--- config.mk ---
export PLATFORM = sky130hd
export DESIGN_NAME = icache_controller_flat
export DESIGN_NICKNAME = d
export VERILOG_FILES = /design/src/verilog/icache_cfg_pkg.sv /design/src/verilog/icache_types_pkg.sv /design/src/verilog/icache_array_if.sv /design/src/verilog/icache_controller.sv /design/src/flat_wrapper.sv
export SDC_FILE = /design/constraint.sdc
export NUM_CORES = 1
export LEC_CHECK = 0
export ABC_AREA = 1
export BUFFER_PORTS_ARGS = -buffer_cell sky130_fd_sc_hd__buf_2
export CAP_MARGIN = 10
export CORE_AREA = 2 2 211 213
export DETAILED_ROUTE_END_ITERATION = 12
export DIE_AREA = 0 0 213 215
export PLACE_DENSITY = 0.49
export RECOVER_POWER = 25
export SLEW_MARGIN = 5
export SYNTH_ARGS = -nofsm -noshare
export SYNTH_HDL_FRONTEND = slang
export SYNTH_SLANG_ARGS = --single-unit
--- constraint.sdc ---
create_clock -name clk_i -period 2.95 [get_ports clk_i]
set_input_delay 0 -clock clk_i [delete_from_list [all_inputs] [get_ports clk_i]]
set_output_delay 0 -clock clk_i [all_outputs]
set_load 0.005 [all_outputs]
--- src/verilog/icache_cfg_pkg.sv ---
// cache geometry and register map for the instruction cache
// direct mapped, 64 sets of 16-byte lines, 32-bit byte addresses
// changing a width here moves the address split in every block
// the register map is word addressed over a 2-bit Wishbone address

package icache_cfg_pkg;

    // address split: | tag | index | offset |
    localparam int ADDR_W     = 32;
    localparam int WORD_W     = 32;
    localparam int OFFSET_W   = 4;
    localparam int LINE_WORDS = 4;
    localparam int INDEX_W    = 6;
    localparam int TAG_W      = ADDR_W - INDEX_W - OFFSET_W;

    // derived geometry
    localparam int SETS   = 1 << INDEX_W;
    localparam int WSEL_W = $clog2(LINE_WORDS);

    // register port, word offsets
    localparam int REG_ADR_W = 2;
    localparam logic [REG_ADR_W-1:0] REG_CTRL   = 2'd0;
    localparam logic [REG_ADR_W-1:0] REG_ACCESS = 2'd1;
    localparam logic [REG_ADR_W-1:0] REG_MISS   = 2'd2;
    localparam logic [REG_ADR_W-1:0] REG_HIT    = 2'd3;

    // REG_CTRL bit positions
    localparam int CTRL_EN_BIT  = 0;
    localparam int CTRL_INV_BIT = 1;

endpackage

--- src/verilog/icache_types_pkg.sv ---
// shared types for the instruction cache datapath and controller
// widths come from icache_cfg_pkg, so that package compiles first
// a line keeps word 0 in its low bits

package icache_types_pkg;

    // byte address as seen on the fetch port
    typedef logic [icache_cfg_pkg::ADDR_W-1:0] addr_t;

    // one instruction word
    typedef logic [icache_cfg_pkg::WORD_W-1:0] word_t;

    // full cache line, word 0 at the bottom
    typedef logic [icache_cfg_pkg::LINE_WORDS*icache_cfg_pkg::WORD_W-1:0] line_t;

    // address fields
    typedef logic [icache_cfg_pkg::TAG_W-1:0]   tag_t;
    typedef logic [icache_cfg_pkg::INDEX_W-1:0] index_t;

    // performance event counter
    typedef logic [31:0] count_t;

    // fetch FSM
    //   IDLE   waits for a fetch, tag read launched on acceptance
    //   LOOKUP compares tag, then holds for the ready cycle
    //   REFILL waits on the memory response
    typedef enum logic [1:0] {
        IDLE,
        LOOKUP,
        REFILL
    } ctrl_state_t;

endpackage

--- src/verilog/icache_array_if.sv ---
// link between the fetch controller and the tag/data store
// reads are synchronous, data appears after the edge the index is seen
// a write stores tag and line and marks the set valid

`timescale 1ns/1ps

interface icache_array_if;

    // controller side
    icache_types_pkg::index_t index;
    logic                     we;
    icache_types_pkg::tag_t   wr_tag;
    icache_types_pkg::line_t  wr_line;

    // store side, registered read data
    icache_types_pkg::tag_t   rd_tag;
    logic                     rd_valid;
    icache_types_pkg::line_t  rd_line;

    modport ctrl (
        output index, we, wr_tag, wr_line,
        input  rd_tag, rd_valid, rd_line
    );

    modport store (
        input  index, we, wr_tag, wr_line,
        output rd_tag, rd_valid, rd_line
    );

endinterface

--- src/verilog/icache_controller.sv ---
// fetch FSM for the direct-mapped instruction cache
// hit answers 2 cycles after acceptance with a one-cycle ready pulse
// a miss refills a whole line and answers from the refill word
// with cache_en_i low every fetch refills and the store is not written
// invalidate requests are taken only in IDLE while fetches wait

`timescale 1ns/1ps

module icache_controller (
    input  logic                     clk_i,
    input  logic                     rst_ni,
    // CPU fetch port
    input  logic                     cpu_valid_i,
    input  icache_types_pkg::addr_t  cpu_addr_i,
    output logic                     cpu_ready_o,
    output icache_types_pkg::word_t  cpu_data_o,
    // memory refill port
    output logic                     mem_req_o,
    output icache_types_pkg::addr_t  mem_addr_o,
    input  logic                     mem_ready_i,
    input  icache_types_pkg::line_t  mem_line_i,
    // store
    icache_array_if.ctrl             arr_if,
    // register block
    input  logic                     cache_en_i,
    input  logic                     inv_req_i,
    output logic                     inv_ack_o,
    output logic                     access_o,
    output logic                     miss_o
);

    icache_types_pkg::ctrl_state_t state_q, state_d;
    icache_types_pkg::addr_t       req_addr_q;
    icache_types_pkg::word_t       data_q;
    icache_types_pkg::tag_t        req_tag;
    logic [icache_cfg_pkg::WSEL_W-1:0] req_word;
    logic ready_q;
    logic fill_q;
    logic accept;
    logic hit;
    logic compare;
    logic refill_done;

    // pick one word out of a line
    function automatic icache_types_pkg::word_t pick_word(
        input icache_types_pkg::line_t          line,
        input logic [icache_cfg_pkg::WSEL_W-1:0] sel
    );
        pick_word = line[int'(sel) * icache_cfg_pkg::WORD_W +: icache_cfg_pkg::WORD_W];
    endfunction

    // fields of the held request
    assign req_tag  = req_addr_q[icache_cfg_pkg::ADDR_W-1 -: icache_cfg_pkg::TAG_W];
    assign req_word = req_addr_q[icache_cfg_pkg::OFFSET_W-1 -: icache_cfg_pkg::WSEL_W];

    // pending invalidate blocks new fetches so no stale tag gets read
    assign accept    = (state_q == icache_types_pkg::IDLE) && cpu_valid_i && !inv_req_i;
    assign inv_ack_o = (state_q == icache_types_pkg::IDLE) && inv_req_i;

    // compare only in the first LOOKUP cycle
    // later LOOKUP cycles forward the fill or raise ready
    assign compare     = (state_q == icache_types_pkg::LOOKUP) && !ready_q && !fill_q;
    assign hit         = cache_en_i && arr_if.rd_valid && (arr_if.rd_tag == req_tag);
    assign refill_done = (state_q == icache_types_pkg::REFILL) && mem_ready_i;

    // store port
    // in IDLE the read goes out straight from the CPU address
    assign arr_if.index = (state_q == icache_types_pkg::IDLE)
        ? cpu_addr_i[icache_cfg_pkg::OFFSET_W +: icache_cfg_pkg::INDEX_W]
        : req_addr_q[icache_cfg_pkg::OFFSET_W +: icache_cfg_pkg::INDEX_W];
    assign arr_if.we      = refill_done && cache_en_i;
    assign arr_if.wr_tag  = req_tag;
    assign arr_if.wr_line = mem_line_i;

    // line-aligned refill request
    assign mem_req_o  = (state_q == icache_types_pkg::REFILL);
    assign mem_addr_o = {req_addr_q[icache_cfg_pkg::ADDR_W-1:icache_cfg_pkg::OFFSET_W],
                         {icache_cfg_pkg::OFFSET_W{1'b0}}};

    // event pulses for the counters
    assign access_o = accept;
    assign miss_o   = compare && !hit;

    assign cpu_ready_o = ready_q;
    assign cpu_data_o  = data_q;

    // next state
    always_comb begin
        state_d = state_q;
        case (state_q)
            icache_types_pkg::IDLE: begin
                if (accept) begin
                    state_d = icache_types_pkg::LOOKUP;
                end
            end
            icache_types_pkg::LOOKUP: begin
                // ready cycle ends the fetch
                if (ready_q) begin
                    state_d = icache_types_pkg::IDLE;
                end else if (compare && !hit) begin
                    state_d = icache_types_pkg::REFILL;
                end
            end
            icache_types_pkg::REFILL: begin
                // slow memory just keeps us here
                if (mem_ready_i) begin
                    state_d = icache_types_pkg::LOOKUP;
                end
            end
            default: begin
                state_d = icache_types_pkg::IDLE;
            end
        endcase
    end

    always_ff @(posedge clk_i or negedge rst_ni) begin
        if (!rst_ni) begin
            state_q <= icache_types_pkg::IDLE;
            ready_q <= 1'b0;
            fill_q  <= 1'b0;
        end else begin
            state_q <= state_d;
            ready_q <= (compare && hit) || fill_q;
            // marks the LOOKUP cycle right after a refill
            fill_q  <= refill_done;
        end
    end

    // request address and answer word
    always_ff @(posedge clk_i) begin
        if (accept) begin
            req_addr_q <= cpu_addr_i;
        end
        if (refill_done) begin
            data_q <= pick_word(mem_line_i, req_word);
        end else if (compare && hit) begin
            data_q <= pick_word(arr_if.rd_line, req_word);
        end
    end

    // refill address must not move while memory has not answered
    a_mem_addr_stable : assert property (
        @(posedge clk_i) disable iff (!rst_ni)
        (mem_req_o && !mem_ready_i) |=> (mem_req_o && $stable(mem_addr_o))
    );

    // ready only ever leaves from LOOKUP
    a_no_ready_idle : assert property (
        @(posedge clk_i) disable iff (!rst_ni)
        (state_q == icache_types_pkg::IDLE) |-> !cpu_ready_o
    );

endmodule

--- src/flat_wrapper.sv ---
// flat-port wrapper written by rule: the top's interface ports become plain ports
module icache_controller_flat 
  (clk_i, rst_ni, cpu_valid_i, cpu_addr_i, cpu_ready_o, cpu_data_o, mem_req_o, mem_addr_o, mem_ready_i, mem_line_i, cache_en_i, inv_req_i, inv_ack_o, access_o, miss_o, arr_if_index, arr_if_we, arr_if_wr_tag, arr_if_wr_line, arr_if_rd_tag, arr_if_rd_valid, arr_if_rd_line);
  icache_array_if arr_if_i ();
  input  logic clk_i;
  input  logic rst_ni;
  input  logic cpu_valid_i;
  input  icache_types_pkg::addr_t cpu_addr_i;
  output logic cpu_ready_o;
  output icache_types_pkg::word_t cpu_data_o;
  output logic mem_req_o;
  output icache_types_pkg::addr_t mem_addr_o;
  input  logic mem_ready_i;
  input  icache_types_pkg::line_t mem_line_i;
  input  logic cache_en_i;
  input  logic inv_req_i;
  output logic inv_ack_o;
  output logic access_o;
  output logic miss_o;
  output wire logic [$bits(arr_if_i.index)-1:0] arr_if_index;
  output wire logic [$bits(arr_if_i.we)-1:0] arr_if_we;
  output wire logic [$bits(arr_if_i.wr_tag)-1:0] arr_if_wr_tag;
  output wire logic [$bits(arr_if_i.wr_line)-1:0] arr_if_wr_line;
  input wire logic [$bits(arr_if_i.rd_tag)-1:0] arr_if_rd_tag;
  input wire logic [$bits(arr_if_i.rd_valid)-1:0] arr_if_rd_valid;
  input wire logic [$bits(arr_if_i.rd_line)-1:0] arr_if_rd_line;
  assign arr_if_index = arr_if_i.index;
  assign arr_if_we = arr_if_i.we;
  assign arr_if_wr_tag = arr_if_i.wr_tag;
  assign arr_if_wr_line = arr_if_i.wr_line;
  assign arr_if_i.rd_tag = arr_if_rd_tag;
  assign arr_if_i.rd_valid = arr_if_rd_valid;
  assign arr_if_i.rd_line = arr_if_rd_line;
  icache_controller u_core (.clk_i(clk_i), .rst_ni(rst_ni), .cpu_valid_i(cpu_valid_i), .cpu_addr_i(cpu_addr_i), .cpu_ready_o(cpu_ready_o), .cpu_data_o(cpu_data_o), .mem_req_o(mem_req_o), .mem_addr_o(mem_addr_o), .mem_ready_i(mem_ready_i), .mem_line_i(mem_line_i), .arr_if(arr_if_i), .cache_en_i(cache_en_i), .inv_req_i(inv_req_i), .inv_ack_o(inv_ack_o), .access_o(access_o), .miss_o(miss_o));
endmodule
==> flow_metrics.py, run 1 <==
metrics = {
    "run_status": {
        "outcome": "complete, no violations",
    },
    "placed_design": {
        "place_inst": 1795,
        "hpwl_mm": 26.4,
        "routabilityCongestion": 0.899,
        "port_buffers": 536,
    },
    "cts": {
        "cts_max_level": 3,
        "clockRootBuffer": "clkbuf_16",
        "cts_sinks": 66,
        "ctsResizeCount": 0,
        "clk_pin_slew_ns": 0.06,
        "cts_tree": "built",
        "cts.path.max_buffers": 2,
        "cts_made_buffers": 9,
        "clock_latency_ns": 0.37,
    },
    "synth": {
        "synth_top_family_by_area": "buffers and inverters",
        "synth_edf_count": 62,
        "synth_cell_types": 20,
        "synth_xor_area_share_pct": 0.143,
        "synth-simple-area-share_pct": 21.1,
        "synth_top_cells_by_area": "edfxtp_1 (30%), buf_4 (23%), nand2_1 (11%)",
        "yosysSeqAreaShare_pct": 31.9,
        "yosys.area.top_type": "edfxtp_1",
        "yosys.area_share.adder_pct": 0,
        "synth.most_common_cell": "buf_4",
        "avgSynthCellArea_sq_um": 6.97,
        "synth-seq-cells": 66,
        "yosys_warnings": 0,
        "netlist.area_leader.share_pct": 30.3,
        "synth_common_cells": "buf_4 (189), nand2_1 (179), nor2_1 (157)",
        "synth_compound_area_share_pct": 17.2,
        "ys.flop_type": "edfxtp_1",
        "syn_inst": 881,
        "netlist_area_sq_um": 6140,
        "async_flop_share_pct": 6.06,
        "muxShareOfSynthArea_pct": 0,
    },
    "floorplan": {
        "die_h_microns": 215,
        "die_area_sq_um": 45800,
        "boundaryPins": 543,
        "fp.dieW_microns": 213,
        "coreArea_sq_um": 43600,
        "rows": 77,
        "initial_utilization_pct": 14.1,
    },
    "sta": {
        "final.period_utilization_pct": 72.8,
        "finalClockSkew_ns": 0.0182,
        "timing.setup.tns_ns": 0,
        "finalSetupViolCount": 0,
        "fin_crit_ns": 2.15,
        "hold_violations": 0,
        "rsz0062_at_grt": "no",
        "worstMarginPinSlew_ns": 0.804,
        "max_clock_freq_mhz": 466,
        "finalMaxSlewViolations": 0,
        "max-slew-margin-rel_pct": 46.3,
    },
    "final_layout": {
        "multi_input_area_sq_um": 2400,
        "nFillCells": 5023,
        "drive_above_1_share_pct": 41.5,
        "area_delta_synth_final_pct": 42.2,
        "fin_nets": 1564,
        "layout.cells.non_filler": 1851,
        "register_area_sq_um": 1960,
    },
    "power_and_ir_drop": {
        "power_leakage_nw": 4.31,
        "p_per_area_nw_per_um2": 496,
        "vdd_ir_drop_max_mv": 0.206,
    },
    "detailed_routing": {
        "vias": 7218,
        "via_per_inst": 3.90,
        "ant_nets": 0,
        "drt_iter0_drc": 347,
        "first_pass_iters": 4,
        "postRouteWirelength_mm": 32.8,
        "drc": 0,
        "avgRoutedWirePerCell_microns": 17.7,
    },
    "setup_path": {
        "worst_path_most_repeated_cell": "nand2_1",
        "crit_type": "flip-flop to flip-flop",
        "path_max_fanout": 42,
        "cpMaxStageDelayCell": "edfxtp_1",
        "slowest_delay_ns": 0.68,
        "startpoint": "u_core.req_addr_q[2]",
        "critPathCaptureType": "flip-flop",
        "cp.required_ns": 3.18,
        "worstPathArrival_ns": 2.38,
        "crit_chain": "inv_2, buf_4, o21ai_0, o22ai_1, nand2_1, nand2_1",
        "worstSetupStartpointType": "flip-flop",
        "reg2reg_from": "u_core.req_addr_q[2]",
    },
    "global_routing": {
        "grt_pass1_vias": 6825,
        "grt_max_degree": 68,
        "grt_use_total_pct": 13.5,
        "antenna_found_initial": 15,
        "grt_pass1_wl_mm": 43.9,
        "overflow": 0,
    },
    "min_path": {
        "hp-start": "mem_line_i[54]",
        "holdCritPathClass": "input pin to flip-flop",
    },
    "job": {
        "maxCapViolCount": 0,
    },
}
==> power by group <==
group	internal [mW]	switching (mW)	total, mW	leakage (nW)
Combinational	0.691	1.10	1.79	3.53
Clock	0.765	0.488	1.25	0.159
Sequential	1.21	0.0767	1.28	0.620
==> final cells by class <==
cell class              instances  share of cell area, %
diodes                          7                  0.201
repair buffers                582                   35.6
multi-input cells             541                   27.5
clock buffers                  10                   2.74
flip-flops and latches         66                   22.5
inverters                      47                   2.05
clock inverters                 6                   1.03
well taps                     592                   8.48
==> placed cells by master (no fill, tap or decap), types with 9 or more instances in the layout <==
cell / instances
buf_2: 481
o21ai_1: 35
nor2_1: 156
inv_1: 42
clkbuf_16: 9
dlygate4sd3_1: 33
o21ai_0: 96
o22ai_1: 64
edfxtp_1: 62
nand2_1: 178
clkbuf_1: 55
==> worst paths after layout <==
path                                          to  slack [ns]  cells after the start
setup / recovery           u_core.cpu_data_o[24]        0.80                      6
hold / removal             u_core.cpu_data_o[22]         0.1                      5
setup reg to reg           u_core.cpu_data_o[24]        0.80                      6
hold reg to reg               u_core.cpu_ready_o        0.46                      2
max in group asynchronous     u_core.cpu_ready_o        2.23                      3
min in group asynchronous      u_core.state_q[1]        0.55                      3
==> critical path, delay by kind of cell, from the launching register on <==
kind                   cells  cell delay (ns)
AO/OA/AOI/OAI              2             0.55
flip-flops                 1             0.68
AND/OR/NAND/NOR            2             0.19
buffers and inverters      2             0.54
==> per-stage QoR <==
stage                     hold WS (ns)  setup slack [ns]  total power [mW]  utilization, %  cell area (sq um)
final                           0.0982             0.802              4.33            20.0               8730
after global routing             0.109             0.616              4.64            20.0               8720
after CTS                       0.0569             0.729              4.44            20.1               8780
after detailed placement        -0.186             0.744              3.10            18.6               8120
after global placement          -0.188             0.780              3.09            18.6               8120
after floorplan                 -0.296             0.323              2.40               -               6150
==> cells by family (layout without fill, tap and decap cells) <==
kind of cell / after synthesis / count (layout)
simple gates: 341 / 341
xor+xnor: 1 / 1
flops: 66 / 66
compound gates: 195 / 195
buf+inv: 277 / 645
other cells: 1 / 11
==> per-layer routing <==
metal | routed length [microns] | vias to the layer above | part of all wire [%] | GRT usage (%)
li1 | - | 3451 | - | -
met1 | 12900 | 3257 | 39 | 15.2
met2 | 15800 | 452 | 48 | 23.7
met3 | 3060 | 52 | 9.3 | 4.05
met4 | 1030 | 6 | 3.1 | 5.41
met5 | 37 | - | 0.11 | 0
==> repair_timing <==
| item | CTS | global route |
|---|---|---|
| setup buffers | 0 | 0 |
| endpoints found under the hold margin | 35 | 0 |
| hold buffers | 33 | 0 |
==> state kept, by name, indices dropped and copies added, names as in the netlist <==
register	flops
u_core.cpu_data_o	32
u_core.cpu_ready_o	1
u_core.req_addr_q	30
u_core.state_q	2
u_core.fill_q	1
Power figures use the tool's default switching activity.
==> inputs of run 2 (changes only) <==
Settings changed: CORE_AREA 2 2 211 213 to 2 2 210 212, DIE_AREA 0 0 213 215 to 0 0 212 214, PLACE_DENSITY 0.49 to 0.51.
Clock period 2.95 ns to 1.9 ns, I/O delays scaled along.
==> run 2 against run 1 <==
- critical endpoint is now u_core.cpu_data_o[0]
- utilization increased by 0.76 points
- sequential power increased by 54%
- sequential share of layout area decreased by 0.44 points
- fmax increased by 14%
- first-iteration DRC count increased by 21%
- global-route usage increased by 0.30 points
- largest power group unchanged
- flip-flop and latch count unchanged
- count of clock-buffer cells in the layout increased by 1
- register-to-register slack got worse by 0.79 ns
- power increased by 56%
- worst hold slack got worse by 0.047 ns
- clock power increased by 39%
==> flow_metrics.py, run 2 (same netlist as run 1, synthesis figures left out) <==
metrics = {
    "floorplan": {
        "initial_utilization_pct": 14.3,
        "fp.dieW_microns": 212,
        "rows": 76,
        "coreArea_sq_um": 42900,
        "die_area_sq_um": 45400,
        "boundaryPins": 543,
        "die_h_microns": 214,
    },
    "setup_path": {
        "cpMaxStageDelayCell": "edfxtp_1",
        "r2r_cells": 8,
        "worst_path_most_repeated_cell": "nand2_1",
        "reg2reg_from": "u_core.req_addr_q[19]",
        "crit_buf_inv": 1,
        "slowest_delay_ns": 0.49,
        "cp.required_ns": 1.96,
        "crit_type": "flip-flop to flip-flop",
        "r2r-end": "u_core.cpu_data_o[0]",
        "path_max_fanout": 20,
        "worstSetupStartpointType": "flip-flop",
        "crit_family": "simple AND/OR/NAND/NOR gates",
        "crit_chain": "nand2_1, nand2_1, nor2_2, nand2_1, nor2_2, nand4_1, nand2_2, buf_12",
        "worstPathArrival_ns": 1.95,
        "ff2ff_setup_slack_ns": 0.01,
        "critPathCaptureType": "flip-flop",
    },
    "power_and_ir_drop": {
        "seq_power_share_pct": 29.2,
        "internal_power_mw": 4.12,
        "vdd_ir_drop_max_mv": 0.284,
        "power_leakage_nw": 4.42,
        "p_comb_share_pct": 44.9,
        "switching_share_pct": 38.9,
        "p_sw_mw": 2.62,
        "p_per_area_nw_per_um2": 757,
        "clkPwrFrac_pct": 25.8,
    },
    "final_layout": {
        "area_delta_synth_final_pct": 45.0,
        "final_common_cell": "buf_2",
        "fin_nets": 1586,
        "final_util_pct": 20.8,
        "mostFrequentLayoutCells": "buf_2 (479), nand2_1 (177), nor2_1 (152), o21ai_0 (96), o22ai_1 (64)",
        "stdcell_area_sq_um": 8910,
        "largest_reg_flops": 32,
        "drive_above_1_share_pct": 42.7,
    },
    "cts": {
        "clock_latency_ns": 0.36,
        "cts.path.max_buffers": 2,
        "cts_max_level": 3,
        "cts_made_buffers": 9,
        "clockRootBuffer": "clkbuf_16",
        "clk_pin_slew_ns": 0.06,
        "cts_tree": "built",
        "cts_sinks": 66,
    },
    "global_routing": {
        "grt_use_total_pct": 13.8,
        "grt_pass1_wl_mm": 45.1,
        "overflow": 0,
        "grt_pass1_vias": 7125,
        "grt_max_degree": 51,
        "antenna_found_initial": 14,
    },
    "run_status": {
        "outcome": "complete, no violations",
    },
    "placed_design": {
        "hpwl_mm": 27.4,
        "port_buffers": 536,
        "routabilityCongestion": 0.880,
        "postPlaceCellArea_sq_um": 8300,
    },
    "detailed_routing": {
        "vias": 7367,
        "postRouteWirelength_mm": 33.1,
        "avgRoutedWirePerCell_microns": 17.8,
        "first_pass_iters": 5,
        "ant_nets": 0,
        "drc": 0,
        "drt_iter0_drc": 421,
        "via_per_inst": 3.96,
    },
    "sta": {
        "rsz0062_at_grt": "yes",
        "hold_violations": 0,
        "max_clock_freq_mhz": 530,
        "final.period_utilization_pct": 99.4,
        "finalMaxSlewViolations": 0,
        "finalClockSkew_ns": 0.0123,
        "fin_crit_ns": 1.89,
        "finalSetupViolCount": 0,
        "timing.setup.tns_ns": 0,
    },
    "job": {
        "maxCapViolCount": 0,
    },
    "min_path": {
        "holdCritPathClass": "input pin to asynchronous set/reset pin",
    },
}
run 2: cell types whose count changed in the layout (fill, tap and decap cells not counted), sizes merged:
cell	previous run	this run
clkinvlp	1	2
clkbuf	65	68
bufinv	2	1
buf	494	515
dlygate4sd3	33	32
clkinv	3	2
diode	7	3
run 2: how the worst max path moves through the flow:
stage                                startpoint                    end  slack (ns)  depth (start not counted)
after floorplan               u_core.state_q[0]   u_core.cpu_data_o[0]        0.15                          5
after global placement    u_core.req_addr_q[19]  u_core.cpu_data_o[11]       -0.11                          8
after detailed placement  u_core.req_addr_q[19]   u_core.cpu_data_o[7]       -0.09                          8
after CTS                 u_core.req_addr_q[19]   u_core.cpu_data_o[4]       -0.01                          8
after global routing      u_core.req_addr_q[19]   u_core.cpu_data_o[0]        -0.1                         10
final                     u_core.req_addr_q[19]   u_core.cpu_data_o[0]        0.01                          8
run 2: what timing repair did:
action / in CTS / in global routing
setup endpoints to repair: 33 / 38
hold buffers: 32 / 0
gates resized for setup: 5 / 2
cloned: 0 / 1
pin swaps: 1 / 2
endpoints found under the hold margin: 35 / 0
setup buffers: 2 / 1
run 2: power groups by stage:
stage               clock, mW  combinational [mW]  sequential (mW)
global placement            0                2.97             1.99
floorplan                   0                1.73             2.00
global route             1.89                3.36             1.99
detailed placement          0                2.97             2.00
CTS                      1.86                3.05             1.97
finish                   1.74                3.03             1.97
run 2: cell type report:
| type | instances | area [sq um] |
|---|---|---|
| clock inverters | 5 | 55.1 |
| flip-flops and latches | 66 | 1960 |
| clock buffers | 11 | 233 |
| fillers | 4927 | 34000 |
| repair buffers | 604 | 3340 |
| multi-input cells | 541 | 2400 |
| well taps | 585 | 732 |
| inverters | 47 | 179 |
| diodes | 3 | 7.51 |
run 2: metal layers:
layer / GRT usage (%) / up-vias / wire [microns]
met3: 2.84 / 56 / 2510
met5: 0 / - / 0
li1: - / 3485 / -
met1: 16.2 / 3366 / 13500
met4: 5.28 / 0 / 1080
met2: 24.5 / 460 / 16000
run 2: through the flow:
| step | std cells | hold WS (ns) | worst slack (ns) | total power [mW] |
|---|---|---|---|---|
| after floorplan | 884 | -0.296 | 0.153 | 3.73 |
| after global placement | 1807 | -0.188 | -0.113 | 4.96 |
| after detailed placement | 1807 | -0.187 | -0.0933 | 4.97 |
| after CTS | 1857 | 0.00947 | -0.0142 | 6.88 |
| after global routing | 1862 | 0.0508 | -0.0982 | 7.24 |
| final | 1862 | 0.0516 | 0.0121 | 6.74 |
