[config.mk]
export PLATFORM = sky130hd
export DESIGN_NAME = icache_regs
export DESIGN_NICKNAME = d
export VERILOG_FILES = /design/src/verilog/icache_cfg_pkg.sv /design/src/verilog/icache_types_pkg.sv /design/src/verilog/icache_regs.sv
export SDC_FILE = /design/constraint.sdc
export NUM_CORES = 1
export LEC_CHECK = 0
export BUFFER_PORTS_ARGS = -buffer_cell sky130_fd_sc_hd__buf_2
export CELL_PAD_IN_SITES_DETAIL_PLACEMENT = 1
export CELL_PAD_IN_SITES_GLOBAL_PLACEMENT = 1
export CORE_MARGIN = 2
export CORE_UTILIZATION = 35
export CTS_CLUSTER_DIAMETER = 150
export DETAILED_ROUTE_END_ITERATION = 12
export GPL_TIMING_DRIVEN = 0
export HOLD_SLACK_MARGIN = 0.15
export PLACE_DENSITY = 0.7
export REMOVE_ABC_BUFFERS = 1
export SLEW_MARGIN = 25
export SYNTH_ARGS = -nofsm -noshare
export SYNTH_HDL_FRONTEND = slang
export SYNTH_SLANG_ARGS = --single-unit
[constraint.sdc]
create_clock -name clk_i -period 9.65 [get_ports clk_i]
set_input_delay 2.895 -clock clk_i [delete_from_list [all_inputs] [get_ports clk_i]]
set_output_delay 2.895 -clock clk_i [all_outputs]
set_load 0.02 [all_outputs]
[src/verilog/icache_cfg_pkg.sv]
// cache geometry and register map for the instruction cache
// direct mapped, 64 sets of 16-byte lines, 32-bit byte addresses
// changing a width here moves the address split in every block
// the register map is word addressed over a 2-bit Wishbone address

package icache_cfg_pkg;

    // address split: | tag | index | offset |
    localparam int ADDR_W     = 32;
    localparam int WORD_W     = 32;
    localparam int OFFSET_W   = 4;
    localparam int LINE_WORDS = 4;
    localparam int INDEX_W    = 6;
    localparam int TAG_W      = ADDR_W - INDEX_W - OFFSET_W;

    // derived geometry
    localparam int SETS   = 1 << INDEX_W;
    localparam int WSEL_W = $clog2(LINE_WORDS);

    // register port, word offsets
    localparam int REG_ADR_W = 2;
    localparam logic [REG_ADR_W-1:0] REG_CTRL   = 2'd0;
    localparam logic [REG_ADR_W-1:0] REG_ACCESS = 2'd1;
    localparam logic [REG_ADR_W-1:0] REG_MISS   = 2'd2;
    localparam logic [REG_ADR_W-1:0] REG_HIT    = 2'd3;

    // REG_CTRL bit positions
    localparam int CTRL_EN_BIT  = 0;
    localparam int CTRL_INV_BIT = 1;

endpackage

[src/verilog/icache_types_pkg.sv]
// shared types for the instruction cache datapath and controller
// widths come from icache_cfg_pkg, so that package compiles first
// a line keeps word 0 in its low bits

package icache_types_pkg;

    // byte address as seen on the fetch port
    typedef logic [icache_cfg_pkg::ADDR_W-1:0] addr_t;

    // one instruction word
    typedef logic [icache_cfg_pkg::WORD_W-1:0] word_t;

    // full cache line, word 0 at the bottom
    typedef logic [icache_cfg_pkg::LINE_WORDS*icache_cfg_pkg::WORD_W-1:0] line_t;

    // address fields
    typedef logic [icache_cfg_pkg::TAG_W-1:0]   tag_t;
    typedef logic [icache_cfg_pkg::INDEX_W-1:0] index_t;

    // performance event counter
    typedef logic [31:0] count_t;

    // fetch FSM
    //   IDLE   waits for a fetch, tag read launched on acceptance
    //   LOOKUP compares tag, then holds for the ready cycle
    //   REFILL waits on the memory response
    typedef enum logic [1:0] {
        IDLE,
        LOOKUP,
        REFILL
    } ctrl_state_t;

endpackage

[src/verilog/icache_regs.sv]
// Wishbone classic register block beside the cache controller
// ack follows cyc/stb by one cycle and waits for stb to drop before the next
// writes land on the edge that raises ack
// a write to the access or miss counter clears both counters
// the invalidate request stays up until the controller acks it

`timescale 1ns/1ps

module icache_regs (
    input  logic                                 clk_i,
    input  logic                                 rst_ni,
    // Wishbone classic slave
    input  logic                                 wb_cyc_i,
    input  logic                                 wb_stb_i,
    input  logic                                 wb_we_i,
    input  logic [icache_cfg_pkg::REG_ADR_W-1:0] wb_adr_i,
    input  icache_types_pkg::word_t              wb_dat_i,
    output icache_types_pkg::word_t              wb_dat_o,
    output logic                                 wb_ack_o,
    // controller side
    input  logic                                 access_i,
    input  logic                                 miss_i,
    input  logic                                 inv_ack_i,
    output logic                                 cache_en_o,
    output logic                                 inv_req_o,
    output logic                                 invalidate_o
);

    icache_types_pkg::count_t access_q, miss_q, hit_cnt;
    icache_types_pkg::word_t  rd_data;
    logic ack_q;
    logic held_q;
    logic en_q;
    logic inv_q;
    logic wb_start;
    logic ctrl_wr;
    logic cnt_clr;

    // one transfer per stb assertion
    assign wb_start = wb_cyc_i && wb_stb_i && !ack_q && !held_q;
    assign ctrl_wr  = wb_start && wb_we_i && (wb_adr_i == icache_cfg_pkg::REG_CTRL);
    assign cnt_clr  = wb_start && wb_we_i &&
                      ((wb_adr_i == icache_cfg_pkg::REG_ACCESS) ||
                       (wb_adr_i == icache_cfg_pkg::REG_MISS));

    // hits are whatever accesses did not miss
    assign hit_cnt = access_q - miss_q;

    // store sees the invalidate in the cycle the controller takes it
    assign invalidate_o = inv_q && inv_ack_i;
    assign inv_req_o    = inv_q;
    assign cache_en_o   = en_q;
    assign wb_ack_o     = ack_q;

    always_comb begin
        rd_data = '0;
        case (wb_adr_i)
            icache_cfg_pkg::REG_CTRL:   rd_data[icache_cfg_pkg::CTRL_EN_BIT] = en_q;
            icache_cfg_pkg::REG_ACCESS: rd_data = access_q;
            icache_cfg_pkg::REG_MISS:   rd_data = miss_q;
            default:                    rd_data = hit_cnt;
        endcase
    end

    always_ff @(posedge clk_i or negedge rst_ni) begin
        if (!rst_ni) begin
            ack_q    <= 1'b0;
            held_q   <= 1'b0;
            en_q     <= 1'b1;
            inv_q    <= 1'b0;
            access_q <= '0;
            miss_q   <= '0;
        end else begin
            ack_q  <= wb_start;
            // stays set after ack until the master lets go of stb
            held_q <= wb_cyc_i && wb_stb_i && (held_q || ack_q);
            if (ctrl_wr) begin
                en_q <= wb_dat_i[icache_cfg_pkg::CTRL_EN_BIT];
            end
            if (ctrl_wr && wb_dat_i[icache_cfg_pkg::CTRL_INV_BIT]) begin
                inv_q <= 1'b1;
            end else if (inv_ack_i) begin
                inv_q <= 1'b0;
            end
            // clear wins over a same-cycle event
            if (cnt_clr) begin
                access_q <= '0;
                miss_q   <= '0;
            end else begin
                access_q <= access_q + icache_types_pkg::count_t'(access_i);
                miss_q   <= miss_q + icache_types_pkg::count_t'(miss_i);
            end
        end
    end

    // read data captured together with ack
    always_ff @(posedge clk_i) begin
        if (wb_start) begin
            wb_dat_o <= rd_data;
        end
    end

    // master keeps stb up until it sees ack
    a_ack_needs_stb : assert property (
        @(posedge clk_i) disable iff (!rst_ni) wb_ack_o |-> wb_stb_i
    );

endmodule

==> results.txt, run 1 <==
- Routed WL: 17700 um
- The endpoint identified for the worst register-to-register timing path is wb_dat_o[30]$_DFFE_PP_.
- The HPWL after detailed placement is about 13000 um.
- Synthesis produced a netlist whose cell count is 675.
* Std-Cell Rows: roughly 50
* Die Span Y: 140 um
* Number of max-capacitance violations reported: 0
- The count of buffers added on input and output ports is 47.
- For met1 alone, demand over resource in global routing was 24.2%.
- Number of antenna violations at the first check in global routing: 0
- Depth of the most critical reg-to-reg path: 11
* Data required time at the worst endpoint: 6.76 ns
- P per Cell Area: 212 mW/mm^2
- Placeable core area: 0.0181 sq mm
- Die outline width: ~140 um
* Number of levels the H-tree was split into: 3
- Once the floorplan was initialized, standard cells occupied 35.9% of the core.
- The worst path uses 64.0% of the clock period.
- Dividing the detail-routed wire length by the instance count gives 18.7 um.
- Category of the most critical setup path: input pin to primary output
* TNS Setup: 0 ns
- Critical path's most frequent cell: buf_2
- Top_reg_cell synth: dfrtp_1
* CTS tree: done
* Area enclosed by the die boundary: 0.0197 sq mm
- Final clock skew: approximately 0.011 ns
- Dividing the detail-routed via count by the number of cells gives between 5 and 6.
* Number of flops mapped to enable cells by yosys: 32
- Across the VDD grid, the largest voltage drop is roughly 0.08 mV.
- Number of warning messages in the yosys log: 0
- Setup violations remaining at the end of the flow were counted as 0.
- The routed layout has 5258 vias.
* Layout cell share with drive strength beyond 1: around 14%
- Counting the fill cells in the layout gives ~2k.
* Leftover overflow at the end of global routing: 0
- After synthesis the cells add up to 0.00649 sq mm.
- Busiest grt layer: met2
- Fmax: 162 MHz
- Count of final hold-check violations: 0
- From synthesis to final layout, the design area changed by 13.1%.
- Arrival time reported for the critical path endpoint: 3.28 ns
* Global-route total usage across every layer: 18.9%
- The startpoint identified for the worst register-to-register timing path is access_q[0]$_DFF_PN0_.
- The tree is rooted in a clkbuf_16.
- On the worst path, the slowest cell contributes a delay of approximately 0.15 ns.
- Total number of nets in the final design: 797
- Buffers inserted to repair hold after CTS numbered 0.
- Number of buffers added for setup after CTS: 0
- The worst pin sits at a relative slew slack of a little over two fifths.
* Top-Level Pins: 78
- The run finished with clean final reports.
- Family with the most delay on the worst path: buffers and inverters
* Vias in the first global route: between 5k and 6k
- Worst min-delay path class: flip-flop to flip-flop
* Worst hold path stage count: 2
- For this design the static power due to leakage is approximately 3.2 nW.
* Clock latency reported for the late side of the worst-skew pair: 0.36 ns
* Kind of launch point of the worst setup path: input pin
* Highest net fanout along the worst path: 2
- At the end of routability-driven placement, the weighted congestion stood at 0.846.
* Endpoint kind of the worst setup timing path: primary output
* Number of flip-flops and latches in the synthesized netlist: 100
* DR iter-0 viols: 367
- For this run, global-route usage on met2 was measured as between 30% and 40%.
- The number of different library cells used by synthesis comes to 76.
- Each instance of the synthesized netlist takes up on average 9.62 sq um.
- First-pass GRT wire length: 29700 um
* Async set-reset flop share out of synthesis: between 60 and 70%
* Transition time at the pin with the least slew margin: 0.841 ns
* Number of detailed-route iterations in the first pass: 4
- Max clock buf depth: 2
* CTS clock-pin slew for the worst setup and hold paths: 0.06 ns
- The count of pins over their slew limit was 0.
- The largest individual stage delay along the critical path comes from the cell buf_2.
- Antenna Nets Post-Route: 0
- The path with the worst hold slack has its endpoint at held_q$_DFF_PN0_.
* Worst path cell trace: buf_2 -> and2_1 -> buf_2
- TritonCTS Buffers: 9
- Sequential cell area fraction in the yosys report: about two fifths
- The design draws 1.56 mW.
* Number of buffers and inverters on the critical path: 2
* # resized after CTS: 0
- Setup repair after global routing missed its margin: no
- Entering global routing, the biggest net connects 66 pins.
* Met3 capacity usage during global routing: 3.15%
- The number of antenna diodes in the final layout is 0.
* Hold path startpoint: held_q$_DFF_PN0_
- Post-route DRC violation count: 0
* Register-to-register setup slack: around 6.7 ns
- The clock net in this run drives a total of 100 sinks.
* Min Tclk post-route: 6.17 ns
-- flip-flops by register name, indices dropped and copies added, names as in the netlist --
register	count
access_q	32
wb_ack_o	1
inv_req_o	1
miss_q	32
held_q	1
cache_en_o	1
wb_dat_o	32
-- where the power goes --
group	switching [mW]	internal [mW]	leakage (nW)
Combinational	0.360	0.258	1.81
Sequential	0.0481	0.488	1.23
Clock	0.166	0.235	0.157
-- area by class of cell --
class / instances / area, sq um / area share (%)
clock buffer: 12 / 246 / 3.36
clock inverter: 4 / 73.8 / 1.00
inverter: 44 / 165 / 2.25
multi-input combinational: 507 / 3590 / 48.9
sequential: 100 / 2660 / 36.3
tap: 229 / 287 / 3.90
timing repair buffer: 53 / 315 / 4.29
-- cell usage after synthesis (all sizes together), types with 3 or more instances --
master   n  area share [%]
a211oi   3            0.35
a21o     8            0.94
a21oi   49             3.8
a221oi  30             4.0
a31oi    9            0.96
and2     3            0.29
and3     8            0.85
and4     6            0.85
buf      7            0.52
clkbuf  17            0.98
dfrtp   67              26
edfxtp  32              15
ha      39             7.5
inv     44             2.5
nand2   41             2.4
nand2b   5            0.48
nand3   28             2.5
nand4   15             1.8
nor2    81             4.7
nor2b    9            0.87
nor3    21             2.7
nor4     3            0.48
o21ai   21             1.6
or3      4            0.39
xnor2   45             6.1
xor2    37             5.0
-- worst reg2reg max path, cell delays in order (launching register included) --
cell and delay [ns]:
dfrtp_1 0.38, inv_1 0.05, ha_1 0.22, fa_1 0.41
nor2b_1 0.18, o2111ai_1 0.18, a31oi_2 0.28, o31ai_2 0.16
o31ai_4 0.40, a31oi_1 0.18, xor2_1 0.17, a21oi_1 0.09
-- worst max-delay path by stage --
stage | cells after the start | slack, ns | startpoint | endpoint
floorplan | 4 | 2.68 | wb_cyc_i | access_q[10]$_DFF_PN0_
global placement | 5 | 0.37 | wb_cyc_i | access_q[16]$_DFF_PN0_
detailed placement | 3 | 3.48 | inv_ack_i | invalidate_o
CTS | 3 | 3.47 | inv_ack_i | invalidate_o
global route | 3 | 3.46 | inv_ack_i | invalidate_o
finish | 3 | 3.48 | inv_ack_i | invalidate_o
-- per-layer routing --
| layer | wire [um] | vias to the layer above |
|---|---|---|
| li1 | - | 2516 |
| met1 | 8090 | 2655 |
| met2 | 8900 | 74 |
| met3 | 493 | 13 |
| met4 | 255 | 0 |
| met5 | 0 | - |
-- cell usage in the layout (no fill, tap or decap), types with 25 or more instances in the layout --
cell       n
nor2_1    81
nand3_1   25
ha_1      36
nand2_1   41
dfrtp_1   67
xnor2_1   45
xor2_1    37
a221oi_1  30
buf_2     46
a21oi_1   48
edfxtp_1  32
inv_1     42
-- stage by stage --
| stage | instances | utilization, % | setup slack (ns) | instance area [sq um] | hold WS [ns] |
|---|---|---|---|---|---|
| CTS | 949 | 40.6 | 3.47 | 7350 | 0.527 |
| floorplan | 651 | - | 2.68 | 6400 | 0.461 |
| global placement | 927 | 38.2 | 0.367 | 6920 | 0.477 |
| global route | 949 | 40.6 | 3.46 | 7350 | 0.565 |
| detailed placement | 933 | 38.8 | 3.48 | 7030 | 0.512 |
| finish | 949 | 40.6 | 3.48 | 7350 | 0.518 |
-- logic make-up (layout without fill, tap and decap cells) --
family	count (synthesis)	count (layout)	share of synthesized area, %
AOI/OAI and AO/OA	150	150	16.3
muxes	2	2	0.328
adders and majority gates	40	40	7.82
buffers and inverters	68	113	4.05
and+or+nand+nor	233	233	19.4
xor gates and xnor gates	82	82	11.1
DFF	100	100	41.0
Note: power is estimated with default switching activity, not from simulation.
==> run 2, diff against run 1 <==
PLACE_DENSITY = 0.73   (was 0.7)
clock period = 5.55 ns   (was 9.65 ns; I/O delays follow)
==> results.txt, run 2 (synthesis results as in run 1) <==
* Kind of launch point of the worst setup path: input pin
* Clock latency reported for the late side of the worst-skew pair: between 0.3 and 0.4 ns
* CTS clock-pin slew for the worst setup and hold paths: 0.07 ns
* Top-Level Pins: 78
- Dividing total power by cell area gives a power density of 364 mW/mm^2.
- Fmax: between 200 and 300 MHz
- Global-route total usage across every layer: between 10% and 20%
- The number of gates resized after CTS was 0.
* Arrival time reported for the critical path endpoint: 3.99 ns
- Number of max-capacitance violations reported: 0
- DR iter-0 viols: 286
- For the pin with the worst max-slew slack, the measured transition is roughly 0.84 ns.
- Detailed placement finished with a half-perimeter wire length of roughly 13000 um.
- Final setup violation count: 0
- Std-Cell Rows: 49
* Leftover overflow at the end of global routing: 0
- Total number of nets in the final design: 798
* Initial core utilization: 35.9%
- TritonCTS Buffers: 9
- Category of the most critical setup path: input pin to flip-flop
* TritonCTS sink count: 100
- Entering global routing, the biggest net connects 52 pins.
- STA puts the critical path data required time at 5.79 ns.
- Top Registers: access_q (32), miss_q (32), wb_dat_o (32)
- Run status: finished, final reports clean
- Min Tclk post-route: 3.75 ns
- From left edge to right edge, the die measures 140 um.
* Detailed-route via count: 5300
- Final core utilization: 40.6%
- Routed WL: around 18000 um
- CTS tree: done
- The number of hold buffers added after CTS was 0.
* Count of final hold-check violations: 0
- CTS root buffer: clkbuf_16
* GP Congestion: between 0.9 and 1
* Placeable core area: 0.0181 sq mm
- Number of levels the H-tree was split into: 3
- Worst min-delay path class: flip-flop to flip-flop
- Layout cell share with drive strength beyond 1: between 10% and 20%
* Number of buffers added for setup after CTS: 0
- Vias in the first global route: between 5k and 6k
- After detailed routing, the number of remaining DRC violations is 0.
- IR Drop Worst-Case VDD: 0.155 mV
- The count of pins over their slew limit is 0.
- In this run the remaining antenna-violating nets after routing total 0.
- Setup repair after global routing missed its margin: no
* Vias per Instance: 5.58
- Final clock skew: 0.0183 ns
- The first global-routing pass estimated 30000 um of wire.
- The first detailed-routing pass ran for 5 iterations.
* Most frequent cells in the layout: nor2_1 (81), dfrtp_1 (67), a21oi_1 (48)
* Routed wire length per instance: 18.8 um
* Endpoint kind of the worst setup timing path: flip-flop
- The initial antenna violation count was 0.
- Fin crit share: 67.6%
- 0 antenna diodes ended up in the layout.
* Max clock buf depth: 2
* Worst slew slack as a fraction of its limit: around 44%
- Highest net fanout along the worst path: 6
- Area enclosed by the die boundary: 0.0197 sq mm
- Port bufs: 47
* Signed area change from the synthesized netlist to the final layout: 13.1%
- Most common cell after layout, fill and taps aside: nor2_1
- Hold_ws: ~0.53 ns
- The analysis attributes to cell leakage a power of 3.19 nW.
- Die Span Y: 140 um
[run 2: cell count changes in the layout (fill, tap and decap cells not counted)]
cell       before  now
clkinv_2        1    0
clkinv_4        1    2
bufinv_16       2    1
buf_12          1    2
clkbuf_1        2    3
[run 2: worst paths after layout]
path | start | to | slack [ns] | cells after the start
worst min register to register | held_q$_DFF_PN0_ | held_q$_DFF_PN0_ | 0.53 | 2
worst max register to register | access_q[2]$_DFF_PN0_ | wb_dat_o[30]$_DFFE_PP_ | 2.52 | 9
min in group asynchronous | rst_ni | miss_q[24]$_DFF_PN0_ | 1.21 | 1
worst min-delay path | held_q$_DFF_PN0_ | held_q$_DFF_PN0_ | 0.53 | 2
max in group asynchronous | rst_ni | cache_en_o$_DFFE_PN1P_ | 3.73 | 2
worst max-delay path | access_i | access_q[28]$_DFF_PN0_ | 1.80 | 11
[run 2: critical path: stages]
cell and delay, ns:
buf_2 0.08, ha_1 0.22, ha_1 0.26, nand4_1 0.21, nor3_4 0.38, and4_1 0.35
nand3_1 0.18, nor2_1 0.30, nand2_1 0.11, xor2_1 0.16, nor2_1 0.06
[run 2: metrics by stage]
| step | cell area (sq um) | total power [mW] | instances | setup WS, ns | TNS, ns |
|---|---|---|---|---|---|
| floorplan | 6400 | 1.74 | 651 | -0.186 | -11.67 |
| global placement | 6920 | 1.97 | 927 | -2.59 | -185.15 |
| detailed placement | 7050 | 2.02 | 934 | 1.41 | 0 |
| CTS | 7340 | 2.69 | 950 | 1.78 | 0 |
| global route | 7340 | 2.85 | 950 | 1.59 | 0 |
| finish | 7340 | 2.67 | 950 | 1.80 | 0 |
[run 2: routing by layer]
layer / track usage [%] / part of all wire, % / wire, um
met5: 0 / 0 / 0
met4: 5.53 / 1.5 / 269
met3: 3.42 / 3.0 / 544
met2: 34.0 / 51 / 9130
met1: 23.5 / 44 / 7900
[run 2: where the power goes]
group	internal (mW)	leakage, nW	switching [mW]
clock network	0.365	0.144	0.295
logic	0.451	1.82	0.628
registers	0.849	1.23	0.0848
[run 2: area by class of cell]
cell class                 count  area (sq um)
clock inverter                 3          47.5
timing repair buffer          54           335
fill                        2056         10700
multi-input combinational    507          3590
inverter                      44           165
clock buffer                  13           250
sequential                   100          2660
tap                          229           287
==> run 3, diff against run 2 <==
clock period = 3.08 ns   (was 5.55 ns; I/O delays follow)
==> results.txt, run 3 (synthesis results as in run 1) <==
- Run status: finished, final reports clean
- Static leakage power: 3.21 nW
- The worst pin sits at a relative slew slack of 44.1%.
* Fmax: 335 MHz
- Once placement finished, the instance area stood at roughly 0.0070 sq mm.
- CTS clock-pin slew for the worst setup and hold paths: 0.07 ns
* Detailed-route via count: 5325
- TritonCTS Buffers: 9
* Leftover overflow at the end of global routing: 0
- Global routing used 19.0% of the available tracks.
* Setup repair after global routing missed its margin: yes
- Transition time at the pin with the least slew margin: 0.838 ns
- Cell Count Post-Placement: 934
- The region available for standard cell placement spans between 0.015 and 0.02 sq mm.
* Endpoint kind of the worst setup timing path: flip-flop
- Kind of launch point of the worst setup path: flip-flop
- At the later pin of the worst-skew pair, clock insertion delay measures 0.37 ns.
- The H-tree was split into 3 levels.
- Of the cells placed in the final design, the portion with a size suffix greater than 1 is 14.9%.
- STA puts the critical path data required time at roughly 3.3 ns.
- Area enclosed by the die boundary: 0.0197 sq mm
* Final core utilization: between 40 and 50%
- GP Congestion: roughly 0.91
- Arrival time reported for the critical path endpoint: 3.17 ns
* Min Tclk post-route: 2.99 ns
- The largest single stage delay on the critical path is 0.46 ns.
- The tool flagged a number of max-cap violations equal to 0.
- Category of the most critical setup path: flip-flop to flip-flop
- Count of final hold-check violations: 0
- The count of pins over their slew limit was 0.
- Top Registers: access_q (32), miss_q (32), wb_dat_o (32)
* Routed WL: about 18000 um
* Power Total: 4.85 mW
* Final non-filler cell total: 952
- In the layout the commonest cells are nor2_1 (81), dfrtp_1 (66), a21oi_1 (48).
- Top-Level Pins: between 70 and 80
* IR Drop Worst-Case VDD: ~0.28 mV
- Post-CTS Hold Fix Bufs: 0
* Half-perimeter wire length after detailed placement: roughly 13000 um
- Global routing consumed, on the met1 layer, a little under a quarter of the routing resources.
- Initial core utilization: 35.9%
* Worst min-delay path class: input pin to asynchronous set/reset pin
- The first global-routing pass estimated around 30000 um of wire.
* Vias per Instance: about 5.6
- Met3 capacity usage during global routing: 3.42%
- For this run, global-route usage on met2 was measured as roughly 34%.
- In the final design database the tool counted 800 nets.
* CTS tree: done
- Routed wire length per instance: 18.9 um
- Compared with the post-synthesis result, the final layout area differs by 13.6%.
- Port bufs: 47
- The count of nets left with antenna violations once routing finished came out at 0.
* Max clock buf depth: 2
- Busiest grt layer: met2
- P per Cell Area: 657 mW/mm^2
* Slowest cell on crit path: dfrtp_1
- Vias in the first global route: 5771
- Setup violations remaining at the end of the flow were counted as 0.
* DR iter-0 viols: 298
- The layout has 2056 filler cells.
- Fin crit share: between 90% and 100%
- For this run, design rule violations remaining after detail routing come to 0.
- Die outline width: around 140 um
- Largest net degree at the start of global routing: 52
* Number of antenna violations at the first check in global routing: 0
- Highest net fanout along the worst path: 7
- Summing all non-filler instances in the final layout gives an area of roughly 0.0074 sq mm.
- The tree is rooted in a clkbuf_16.
- Row generation in the floorplan step produced 49 rows.
- TritonCTS sink count: 100
- The repair_antennas step left the layout with diodes totalling 0.
* Worst path cell trace: ha_1 -> nor2b_1 -> o2111ai_1 -> a21boi_1 -> a21o_2 -> a2111oi_4 -> nand4b_1 -> o311a_1 -> nor3_2
- Number of detailed-route iterations in the first pass: 4
* Most common cell after layout, fill and taps aside: nor2_1
- Die Span Y: 140 um
* Final clock skew: 0.0142 ns
[run 3: worst paths after layout]
kind	cells after the start	endpoint	slack [ns]	start
setup / recovery	9	wb_dat_o[23]$_DFFE_PP_	0.09	access_q[1]$_DFF_PN0_
setup reg to reg	9	wb_dat_o[23]$_DFFE_PP_	0.09	access_q[1]$_DFF_PN0_
max in group asynchronous	2	cache_en_o$_DFFE_PN1P_	2.00	rst_ni
min in group clk_i	2	held_q$_DFF_PN0_	0.53	held_q$_DFF_PN0_
hold reg to reg	2	held_q$_DFF_PN0_	0.53	held_q$_DFF_PN0_
hold / removal	1	miss_q[24]$_DFF_PN0_	0.46	rst_ni
[run 3: critical path, delay by kind of cell, from the launching register on]
kind            cells  cell delay (ns)
fa+ha+maj           1             0.33
compound gates      5             1.23
simple gates        3             0.79
flops               1             0.46
[run 3: layer usage]
metal / share of wire, % / wire length (um)
met5: 0 / 0
met4: 1.6 / 284
met3: 2.9 / 515
met2: 51 / 9120
met1: 45 / 8030
[run 3: area by class of cell]
| type | instances | area, sq um | area share, % |
|---|---|---|---|
| multi-input cells | 507 | 3610 | 49.0 |
| well taps | 229 | 287 | 3.88 |
| flip-flops and latches | 100 | 2670 | 36.1 |
| clock inverters | 3 | 47.5 | 0.644 |
| clock buffers | 13 | 250 | 3.39 |
| repair buffers | 56 | 350 | 4.75 |
| inverters | 44 | 165 | 2.24 |
[run 3: where the power goes]
group	leakage (nW)	switching [mW]	internal, mW
clock network	0.144	0.533	0.657
logic	1.84	1.14	0.831
registers	1.23	0.152	1.53
total	3.21	1.83	3.02
[run 3: what timing repair did]
action	CTS	global route
setup buffers	0	2
gates resized for setup	0	4
endpoints found under the setup margin	0	11
[run 3: metrics by stage]
| step | TNS (ns) | worst slack [ns] | hold slack, ns |
|---|---|---|---|
| finish | 0 | 0.0942 | 0.464 |
| global route | -0.0906 | -0.0460 | 0.486 |
| CTS | 0 | 0.0498 | 0.484 |
| detailed placement | -0.805 | -0.323 | 0.524 |
| global placement | -368.90 | -4.32 | 0.476 |
| floorplan | -146.81 | -1.92 | 0.461 |
